<file path="src/hdl/load_defs.svh">
`ifndef LOAD_DEFS_SVH
`define LOAD_DEFS_SVH

// data path widths
`define LINE_BITS 512
`define ADDR_BITS 42

// prefetch FIFO sizing
`define LOG2_PREFETCH 5
`define PREFETCH_DEPTH (1 << `LOG2_PREFETCH)

// host register map
`define REG_BASE   2'd0
`define REG_OFFSET 2'd1
`define REG_LENGTH 2'd2

`endif

</file>
<file path="src/hdl/load_pkg.sv">
`default_nettype none

`include "load_defs.svh"

package load_pkg;

    typedef logic [`LINE_BITS-1:0] line_t;      // one cache line
    typedef logic [`ADDR_BITS-1:0] line_addr_t; // cache-line granular

    // encoding follows the memory request header
    typedef enum logic [1:0]
    {
        BURST_1 = 2'b00,
        BURST_2 = 2'b01,
        BURST_4 = 2'b11
    } burst_len_t;

    typedef enum logic [1:0]
    {
        STATE_IDLE,
        STATE_READ,
        STATE_DONE
    } load_state_t;

endpackage

`default_nettype wire

</file>
<file path="src/hdl/load_engine.sv">
`timescale 1ns/1ps
`default_nettype none

`include "load_defs.svh"

module load_engine
(
    input  logic                    clk,
    input  logic                    reset,

    input  logic                    start,
    output logic                    done,

    input  load_pkg::line_addr_t    base_addr,
    input  logic [31:0]             line_offset,
    input  logic [30:0]             line_count,
    input  logic                    multiline,

    input  logic                    req_almfull,
    output logic                    req_valid,
    output load_pkg::line_addr_t    req_addr,
    output load_pkg::burst_len_t    req_len,
    output logic [15:0]             req_tag,

    input  logic [`LOG2_PREFETCH:0] fifo_count,
    input  logic                    fifo_empty,
    input  logic                    fifo_rvalid,
    input  load_pkg::line_t         fifo_rdata,
    output logic                    fifo_re,
    output logic                    recv_active,

    input  logic                    out_almfull,
    output logic                    out_we,
    output load_pkg::line_t         out_data
);
    import load_pkg::*;

    // lines that may be requested before the credit pipeline catches up
    localparam int STALE_MARGIN = 12;

    load_state_t request_state;
    load_state_t receive_state;
    logic        go;

    line_addr_t  next_addr;
    logic [31:0] load_length;
    logic        multiline_en;

    logic [31:0]        requested_lines;
    logic [31:0]        received_lines;
    logic [31:0]        lines_in_flight;
    logic signed [31:0] fifo_free;
    logic signed [31:0] allowed_lines;

    logic       can_issue;
    logic       fits_four;
    logic       fits_two;
    burst_len_t burst;
    logic [2:0] burst_lines;

    assign go = start && (request_state == STATE_IDLE) && (receive_state == STATE_IDLE);
    assign recv_active = (receive_state == STATE_READ);

    assign can_issue = !req_almfull && (allowed_lines > 0) && (requested_lines < load_length);
    assign fits_four = multiline_en && (next_addr[1:0] == 2'b00) &&
                       (requested_lines + 32'd4 < load_length);
    assign fits_two  = multiline_en && (next_addr[0] == 1'b0) &&
                       (requested_lines + 32'd2 < load_length);

    always_comb
    begin
        if (fits_four)
        begin
            burst       = BURST_4;
            burst_lines = 3'd4;
        end
        else if (fits_two)
        begin
            burst       = BURST_2;
            burst_lines = 3'd2;
        end
        else
        begin
            burst       = BURST_1;
            burst_lines = 3'd1;
        end
    end

    // credit computed over two register stages
    always_ff @(posedge clk)
    begin
        lines_in_flight <= requested_lines - received_lines;
        fifo_free       <= $signed(32'(`PREFETCH_DEPTH)) - $signed(32'(fifo_count));
        if (reset || (request_state != STATE_READ))
        begin
            allowed_lines <= '0;
        end
        else
        begin
            allowed_lines <= fifo_free - $signed(lines_in_flight) - STALE_MARGIN;
        end
    end

    always_ff @(posedge clk)
    begin
        if (reset)
        begin
            request_state   <= STATE_IDLE;
            requested_lines <= '0;
            req_valid       <= 1'b0;
        end
        else
        begin
            req_valid <= 1'b0;
            case (request_state)
                STATE_IDLE:
                begin
                    if (go)
                    begin
                        next_addr       <= base_addr + line_addr_t'(line_offset);
                        load_length     <= {1'b0, line_count};
                        multiline_en    <= multiline;
                        requested_lines <= '0;
                        request_state   <= (line_count == '0) ? STATE_DONE : STATE_READ;
                    end
                end

                STATE_READ:
                begin
                    if (can_issue)
                    begin
                        req_valid       <= 1'b1;
                        req_addr        <= next_addr;
                        req_len         <= burst;
                        req_tag         <= requested_lines[15:0];
                        requested_lines <= requested_lines + 32'(burst_lines);
                        next_addr       <= next_addr + line_addr_t'(burst_lines);
                    end
                    if (requested_lines == load_length)
                    begin
                        request_state <= STATE_DONE;
                    end
                end

                default:
                begin
                    request_state <= STATE_IDLE;
                end
            endcase
        end
    end

    always_ff @(posedge clk)
    begin
        if (reset)
        begin
            receive_state  <= STATE_IDLE;
            received_lines <= '0;
            fifo_re        <= 1'b0;
            out_we         <= 1'b0;
            done           <= 1'b0;
        end
        else
        begin
            fifo_re <= !fifo_empty && !out_almfull;
            out_we  <= 1'b0;
            done    <= 1'b0;
            case (receive_state)
                STATE_IDLE:
                begin
                    if (go)
                    begin
                        received_lines <= '0;
                        receive_state  <= (line_count == '0) ? STATE_DONE : STATE_READ;
                    end
                end

                STATE_READ:
                begin
                    if (fifo_rvalid)
                    begin
                        out_we         <= 1'b1;
                        out_data       <= fifo_rdata;
                        received_lines <= received_lines + 1'b1;
                        if (received_lines == load_length - 1'b1)
                        begin
                            receive_state <= STATE_DONE; // last line out
                        end
                    end
                end

                default:
                begin
                    done          <= 1'b1;
                    receive_state <= STATE_IDLE;
                end
            endcase
        end
    end

endmodule

`default_nettype wire

</file>
<file path="config.mk">
export PLATFORM = sky130hd
export DESIGN_NAME = load_engine
export DESIGN_NICKNAME = d
export VERILOG_FILES = /design/src/hdl/load_pkg.sv /design/src/hdl/load_engine.sv
export VERILOG_INCLUDE_DIRS = /design/src /design/src/hdl
export SDC_FILE = /design/constraint.sdc
export NUM_CORES = 1
export LEC_CHECK = 0
export BUFFER_PORTS_ARGS = -buffer_cell sky130_fd_sc_hd__buf_2
export CAP_MARGIN = 15
export CORE_AREA = 2 2 467 469
export CTS_CLUSTER_DIAMETER = 50
export DETAILED_ROUTE_END_ITERATION = 8
export DIE_AREA = 0 0 469 471
export MAX_ROUTING_LAYER = met4
export PLACE_DENSITY = 0.41
export SLEW_MARGIN = 20
export SYNTH_ARGS = -nofsm -noshare
export SYNTH_HDL_FRONTEND = slang
export SYNTH_SLANG_ARGS = --single-unit
</file>
<file path="constraint.sdc">
create_clock -name clk -period 100.1 [get_ports clk]
set_input_delay 30.03 -clock clk [delete_from_list [all_inputs] [get_ports clk]]
set_output_delay 30.03 -clock clk [all_outputs]
set_load 0.05 [all_outputs]
</file>
==> results_dict.tcl, run 1 <==
set metrics [dict create \
    status "finished, final reports clean" \
    relSlewSlack_pct 22.6 \
    maxCapViolCount 0 \
    internal_power_uw 706 \
    path_max_fanout 134 \
    synth.distinct_cells 94 \
    gp_congestion 0.956 \
    p_leak_uw 0.0199 \
    via_count 28900 \
    skew_ns 0.0370 \
    worstSetupEndpoint "out_data[384]" \
    drt_iter0_drc 2195 \
    grt_pass1_vias 28100 \
    clockBufferDepth 3 \
    io_pins 1208 \
    clk_latency_ns 0.80 \
    synth_edf_count 646 \
    crit_type "primary input to flop" \
    ys_warn_count 0 \
    viasPerCell 4.08 \
    r2r_end "next_addr[28]" \
    fillers 23400 \
    rsz0062_at_grt "false" \
    fin_setup_tns_ns 0 \
    antenna_found_initial 175 \
    wl_per_cell_um 31.7 \
    synthCells 2746 \
    cts_hold_buf 0 \
    ys_async_sr_fraction_pct 0 \
    routed_wl_um 225000 \
    cts_inserted_buffers 139 \
    root_buffer "clkbuf_16" \
    switchingPower_uw 284 \
    seq_area_um2 22300 \
    p_per_area_nw_per_um2 19.8 \
    antenna_left 0 \
    final_nets 4904 \
    r2r_slack_ns 93.20 \
    yosys.area_share.simple_pct 10.8 \
    critPathCaptureType "flop" \
    fin_crit_sh_pct 33.5 \
    reg2reg_depth 22 \
    layout_min_cycle_time_ns 33.56 \
    die-area_um2 221000 \
    synth_top_flop_cell "edfxtp_1" \
    worst_slew_pin_slew_ns 1.16 \
    remaining_drc_errors 0 \
    cp.required_ns 100.49 \
    combinationalPowerShare_pct 12.7 \
    tritoncts "yes" \
    grt_usage_pct 20.2 \
    seq_area_frac_synth_pct 62.6 \
    synth-seq-cells 789 \
    peakVddDrop_uv 11.8 \
    port_buffers 1207 \
    overflow 0 \
    place_hpwl_um 190000 \
    final_cell_mix "buf_2 (1207), edfxtp_1 (646), ha_1 (225)" \
    swShare_pct 28.7 \
    cp-start-kind "primary input" \
    setup_viol 0 \
    synth_top_family_by_area "simple AND/OR/NAND/NOR gates" \
    first_pass_iters 6 \
    fp.dieH_um 471 \
    grt_start_max_net_pins 135 \
    rows 171 \
    post_cts_resized 0 \
    hold_viol 0 \
    h-tree-depth 4 \
    max_freq_mhz 29.8 \
    synthXorXnorAreaFrac_pct 6.45 \
    core_area_um2 216000 \
    synth_area_um2 35600 \
    cts_sinks 789 \
    synth_mux_area_share_pct 0.707 \
    slew_violations 0 \
    areaGrowthSynthToFinish_pct 40.5 \
    startpoint "reset" \
    whs_ns 0.497 \
    reg2reg_from "requested_lines[4]" \
    die_w_um 469 \
    final_common_cell "buf_2" \
    power_frac_seq_pct 38.3 \
    layout-drive-gt1-share_pct 36.3 \
    grt_pass1_wl_um 283000 \
    syn_avg_cell_area_um2 13.0 \
    start_util_pct 16.5 \
    multiInputGateArea_um2 12400 \
    hp-class "flop to flop" \
    p_clk_share_pct 49.1 \
    synth_compound_area_share_pct 8.66 \
    critPathArrivalTime_ns 33.94 \
    synth_adder_area_share_pct 8.08 \
    cts_setup_buffers 0 \
    synth.net_count 3605 \
    clk_pin_slew_ns 0.05 \
]
Yosys cell counts, drive strengths merged, types with 10 or more instances:
cell,instances,share of area (%)
and3,23,0.40
o21a,25,0.53
dfxtp,143,8.0
mux2i,24,0.68
xnor2,181,4.5
o211ai,12,0.27
nor2,177,1.9
o31ai,11,0.23
or3,28,0.50
nor3,79,1.2
nor2b,19,0.33
a2111oi,10,0.32
nor4,45,0.87
a21oi,142,2.0
a21o,56,1.2
clkbuf,47,0.50
edfxtp,646,55
inv,167,1.8
and2,12,0.22
nand3,66,0.93
nor3b,12,0.25
buf,26,0.41
ha,225,7.9
nand2,155,1.7
a31oi,24,0.44
and4,13,0.32
nand4,56,1.0
xor2,81,2.0
a41oi,11,0.34
nand2b,24,0.42
a211oi,17,0.36
o21ai,77,1.1
flip-flops by register name, indices dropped and copies added, names as in the netlist, 7 cells and up:
| name | cells |
|---|---|
| next_addr | 42 |
| lines_in_flight | 32 |
| allowed_lines | 32 |
| out_data | 512 |
| received_lines | 32 |
| fifo_free | 7 |
| req_addr | 42 |
| req_tag | 16 |
| load_length | 31 |
| requested_lines | 32 |
worst min path at each step:
stage,startpoint,endpoint,slack (ns),cells past startpoint
floorplan,next_addr[1],req_addr[1],0.42,0
global placement,next_addr[2],req_addr[2],0.47,0
detailed placement,next_addr[2],req_addr[2],0.47,0
CTS,next_addr[14],req_addr[14],0.50,0
global route,next_addr[7],req_addr[7],0.51,0
finish,next_addr[28],req_addr[28],0.50,0
worst max-delay path, cell delays in order:
cell	delay [ns]
buf_2	0.26
nor4b_2	0.26
buf_4	0.60
buf_12	0.61
buf_4	0.86
buf_4	0.87
power groups by stage:
stage	Clock (µW)	Sequential, µW	Combinational, µW
final	486	379	125
after CTS	499	379	127
after floorplan	0	415	56.1
after global routing	512	380	137
after global placement	0	385	126
after detailed placement	0	385	126
stage by stage:
stage	power (µW)	worst slack [ns]	utilization (%)	instances	instance area, µm²
6_report	990	66.54	23.1	7092	50000
5_1_grt	1030	66.31	23.1	7070	49900
4_1_cts	1010	66.61	23.0	7014	49800
3_5_place_dp	511	65.76	20.9	6758	45100
3_3_place_gp	512	65.79	20.9	6758	45100
2_1_floorplan	471	15.15	-	2746	35600
routing by layer:
layer | GRT usage, % | vias up | part of all wire (%)
li1 | - | 13000 | -
met2 | 31.9 | 1281 | 46
met4 | 4.83 | 0 | 2.6
met5 | - | - | 0
met3 | 7.46 | 328 | 9.1
met1 | 24.3 | 14300 | 42
cell families (layout without fill, tap and decap cells):
group,after synthesis,in the layout
compound gates,457,457
xor+xnor,262,262
buf+inv,240,1654
simple gates,745,745
mux,25,25
other cells,0,78
fa+ha+maj,228,228
flops,789,789
final cells by class:
class                           instances  area share [%]
Clock buffer                          163            7.41
Timing Repair Buffer                 1231            12.5
Antenna cell                           78           0.390
Tap cell                             2854            7.14
Clock inverter                         93            1.99
Multi-Input combinational cell       1717            24.8
Inverter                              167            1.25
Sequential cell                       789            44.5
No activity file was read; power rests on OpenSTA's default activity.
==> run 2, diff against run 1 <==
- clock period: 100.1 -> 31.6 ns (I/O delays scaled with it)
==> results_dict.tcl, run 2 (same netlist as run 1, synthesis figures left out) <==
set metrics [dict create \
    status "finished, final reports clean" \
    final_nets 4886 \
    crit_type "primary input to flop" \
    top_register "out_data" \
    die-area_um2 221000 \
    final_area_um2 49800 \
    peakVddDrop_uv 44.9 \
    r2r_slack_ns 24.63 \
    cp.required_ns 31.94 \
    largest_reg_flops 512 \
    first_pass_iters 5 \
    cts_sinks 789 \
    start_util_pct 16.5 \
    reg2reg_from "requested_lines[2]" \
    maxCapViolCount 0 \
    slew_violations 0 \
    fp.dieH_um 471 \
    via_count 29100 \
    r2r_end "next_addr[30]" \
    cts_hold_buf 0 \
    cts_inserted_buffers 121 \
    clk_latency_ns 0.83 \
    cp-start-kind "primary input" \
    place_hpwl_um 189000 \
    critPathCaptureType "flop" \
    setup_ws_ns 18.89 \
    cts_setup_buffers 0 \
    viasPerCell 4.09 \
    drt_iter0_drc 2534 \
    antenna_found_initial 172 \
    final_cell_mix "buf_2 (1207), edfxtp_1 (646), ha_1 (225)" \
    grt_start_max_net_pins 124 \
    fillers 23300 \
    critPathArrivalTime_ns 13.05 \
    startpoint "reset" \
    grt_pass1_vias 28100 \
    pre_cts_ws_ns 18.12 \
    h-tree-depth 3 \
    worst_slew_pin_slew_ns 1.19 \
    p_clk_share_pct 47.3 \
    grt_pass1_wl_um 281000 \
    layout_min_cycle_time_ns 12.71 \
    relSlewSlack_pct 20.5 \
    p_leak_uw 0.0197 \
    post_cts_resized 0 \
    rows 171 \
    wl_per_cell_um 31.4 \
    fin_crit_sh_pct 40.2 \
    switchingPower_uw 876 \
    io_pins 1208 \
    grt_usage_pct 20.0 \
    p_per_area_nw_per_um2 60.9 \
    skew_ns 0.119 \
    fin_setup_tns_ns 0 \
    clk_pin_slew_ns 0.06 \
    reg2reg_depth 22 \
    rsz0062_at_grt "false" \
    path_max_fanout 123 \
    routed_wl_um 224000 \
    areaGrowthSynthToFinish_pct 39.9 \
    die_w_um 469 \
    layout-drive-gt1-share_pct 36.1 \
    clockBufferDepth 3 \
    reg_top3 "out_data: 512 flops, next_addr: 42 flops, req_addr: 42 flops" \
    setup_viol 0 \
    final_util_pct 23.0 \
    power_frac_seq_pct 39.6 \
    gp_congestion 0.967 \
    place_area_um2 45100 \
    antenna_left 0 \
    final_common_cell "buf_2" \
    internal_power_uw 2160 \
    hold_viol 0 \
    hp-class "flop to flop" \
    combinationalPowerShare_pct 13.1 \
    overflow 0 \
    remaining_drc_errors 0 \
    core_area_um2 216000 \
    max_freq_mhz 78.7 \
    holdPathStages 0 \
    swShare_pct 28.9 \
    worstSetupEndpoint "out_data[74]" \
    root_buffer "clkbuf_16" \
    port_buffers 1207 \
    tritoncts "yes" \
]
-- run 2: cell count changes in the layout (fill, tap and decap cells not counted), sizes merged --
cell      delta
bufinv       +2
clkbuf      -19
clkinv       -4
clkinvlp     -6
diode       +46
inv          +3
-- run 2: worst min-delay path by stage --
stage / from / to / slack [ns]
after floorplan: next_addr[1] / req_addr[1] / 0.42
after global placement: next_addr[2] / req_addr[2] / 0.47
after detailed placement: next_addr[2] / req_addr[2] / 0.46
after CTS: next_addr[7] / req_addr[7] / 0.50
after global routing: next_addr[7] / req_addr[7] / 0.51
final: next_addr[7] / req_addr[7] / 0.49
-- run 2: layer usage --
| metal | vias to the layer above | GRT usage (%) | routed length (µm) |
|---|---|---|---|
| met5 | - | - | 0 |
| met4 | 0 | 5.85 | 6000 |
| met3 | 299 | 7.21 | 21100 |
| met2 | 1257 | 31.3 | 104000 |
| met1 | 14600 | 23.9 | 92900 |
| li1 | 13000 | - | - |
-- run 2: power groups by stage --
stage	clock, µW	sequential (µW)	combinational (µW)
finish	1440	1200	397
global route	1520	1200	433
global placement	0	1220	400
CTS	1480	1200	402
detailed placement	0	1220	399
floorplan	0	1290	178
-- run 2: area by class of cell --
cell class / count / area [µm²] / share of cell area [%]
antenna: 124 / 310 / 0.623
multi-input combinational: 1717 / 12400 / 24.9
tap: 2854 / 3570 / 7.17
timing repair buffer: 1231 / 6230 / 12.5
inverter: 167 / 627 / 1.26
clock buffer: 144 / 3290 / 6.61
sequential: 789 / 22300 / 44.7
clock inverter: 88 / 1070 / 2.16
-- run 2: critical path: stages --
cell	delay, ns
buf_2	0.27
nor4b_4	0.72
buf_12	0.55
buf_4	0.81
buf_4	0.90
-- run 2: through the flow --
| step | total power, µW | instances | hold WS (ns) |
|---|---|---|---|
| 3_5_place_dp | 1620 | 6758 | 0.461 |
| 6_report | 3030 | 7114 | 0.493 |
| 3_3_place_gp | 1620 | 6758 | 0.474 |
| 2_1_floorplan | 1460 | 2746 | 0.424 |
| 4_1_cts | 3090 | 6990 | 0.496 |
| 5_1_grt | 3160 | 7085 | 0.512 |
==> run 3, diff against run 2 <==
- clock period: 31.6 -> 12.87 ns (I/O delays scaled with it)
==> results_dict.tcl, run 3 (same netlist as run 1, synthesis figures left out) <==
set metrics [dict create \
    fp.dieH_um 471 \
    clockBufferDepth 3 \
    die_w_um 469 \
    wl_met1_um 92800 \
    critPathCaptureType "flop" \
    setup_viol 0 \
    pre_cts_ws_ns 5.43 \
    cts_hold_buf 0 \
    first_pass_iters 5 \
    rsz0062_at_grt "false" \
    cts_setup_buffers 0 \
    grt_start_max_net_pins 111 \
    die-area_um2 221000 \
    drt_iter0_drc 2610 \
    areaGrowthSynthToFinish_pct 39.8 \
    routed.top_layer "met4" \
    p_per_area_nw_per_um2 153 \
    layout-drive-gt1-share_pct 36.1 \
    via_count 29200 \
    root_buffer "clkbuf_16" \
    wl_per_cell_um 32.0 \
    clk_latency_ns 0.79 \
    grt_usage_pct 20.2 \
    cp.required_ns 13.38 \
    slew_violations 0 \
    crit_type "flop to flop" \
    start_util_pct 16.5 \
    final_common_cell "buf_2" \
    port_buffers 1207 \
    p_leak_uw 0.0198 \
    tritoncts "yes" \
    reg_top3 "out_data: 512 flops, next_addr: 42 flops, req_addr: 42 flops" \
    fin_crit_sh_pct 52.2 \
    core_area_um2 216000 \
    remaining_drc_errors 0 \
    grt_pass1_vias 28000 \
    cp-start-kind "flop" \
    clk_pin_slew_ns 0.05 \
    cts_inserted_buffers 135 \
    antenna_found_initial 123 \
    setup_ws_ns 6.15 \
    hold_viol 0 \
    grt_pass1_wl_um 282000 \
    post_cts_resized 0 \
    viasPerCell 4.15 \
    cts_sinks 789 \
    path_max_fanout 19 \
    overflow 0 \
    multiInputGateArea_um2 12400 \
    critPathArrivalTime_ns 7.22 \
    route.met2.wl_um 103000 \
    gp_congestion 0.948 \
    routed_wl_um 226000 \
    seq_area_um2 22300 \
    antenna_left 0 \
    status "finished, final reports clean" \
    final_nets 4900 \
    rows 171 \
    h-tree-depth 4 \
    fin_setup_tns_ns 0 \
    relSlewSlack_pct 26.0 \
    layout.cells.non_filler 7046 \
    layout_min_cycle_time_ns 6.72 \
    largest_reg_flops 512 \
    dr_wl_met3_um 22400 \
    final_cell_mix "buf_2 (1207), edfxtp_1 (646), ha_1 (225)" \
    dp.cells 6758 \
    worst_slew_pin_slew_ns 1.11 \
    peakVddDrop_uv 89.4 \
    hp-class "flop to flop" \
    max_freq_mhz 149 \
    final_util_pct 23.0 \
    io_pins 1208 \
    top_register "out_data" \
    maxCapViolCount 0 \
    power_uw 7610 \
    fillers 23400 \
    place_hpwl_um 190000 \
    skew_ns 0.0460 \
]
==> run 3: cell types whose count changed in the layout (fill, tap and decap cells not counted), sizes merged <==
cell	delta
diode	-82
clkinvlp	+1
clkinv	+7
bufinv	-2
clkbuf	+14
inv	-6
==> run 3: cell type report <==
type	count	share of cell area [%]
Sequential cell	789	44.8
Antenna cell	42	0.211
Clock buffer	158	7.18
Clock inverter	88	1.91
Tap cell	2854	7.18
Multi-Input combinational cell	1717	24.9
Timing Repair Buffer	1231	12.6
Inverter	167	1.26
==> run 3: routing by layer <==
metal | vias to the layer above | global-route usage (%)
li1 | 12900 | -
met1 | 14600 | 24.2
met2 | 1394 | 31.2
met3 | 286 | 7.37
met4 | 0 | 6.24
met5 | - | -
==> run 3: worst max-delay path, stage by stage (launching register included) <==
cell and delay (ns):
dfxtp_1 0.77, nand4_1 0.37, nor2_1 0.33, nand2_1 0.15, or3_1 0.38, nor3_1 0.38, nand2_1 0.13, xnor2_1 0.20
ha_1 0.18, a21oi_1 0.06, o21ai_1 0.22, a41oi_1 0.09, or4_1 0.59, o2111ai_4 0.47, inv_1 0.22, or2_2 0.35
inv_1 0.09, ha_1 0.21, ha_1 0.20, a21o_1 0.13, a41oi_2 0.03, buf_4 0.25, nor4_1 0.36, xnor2_1 0.16
a21oi_1 0.08
==> run 3: where the power goes <==
part / internal (µW) / total (µW) / switching [µW]
Sequential: 2890 / 2950 / 65.5
Clock: 2210 / 3670 / 1460
Combinational: 318 / 985 / 667
==> run 3: through the flow <==
stage                     hold slack, ns  cell area, µm²
after global placement             0.465           45100
after detailed placement           0.471           45100
after global routing               0.512           49700
after floorplan                    0.424           35600
final                              0.492           49700
after CTS                          0.486           49600
==> run 3: path summary, 6_finish.rpt <==
| kind | startpoint | end | slack, ns | cells after the start |
|---|---|---|---|---|
| max | requested_lines[6] | next_addr[28] | 6.15 | 24 |
| min | next_addr[41] | req_addr[41] | 0.49 | 0 |
| max reg2reg | requested_lines[6] | next_addr[28] | 6.15 | 24 |
| min reg2reg | next_addr[41] | req_addr[41] | 0.49 | 0 |
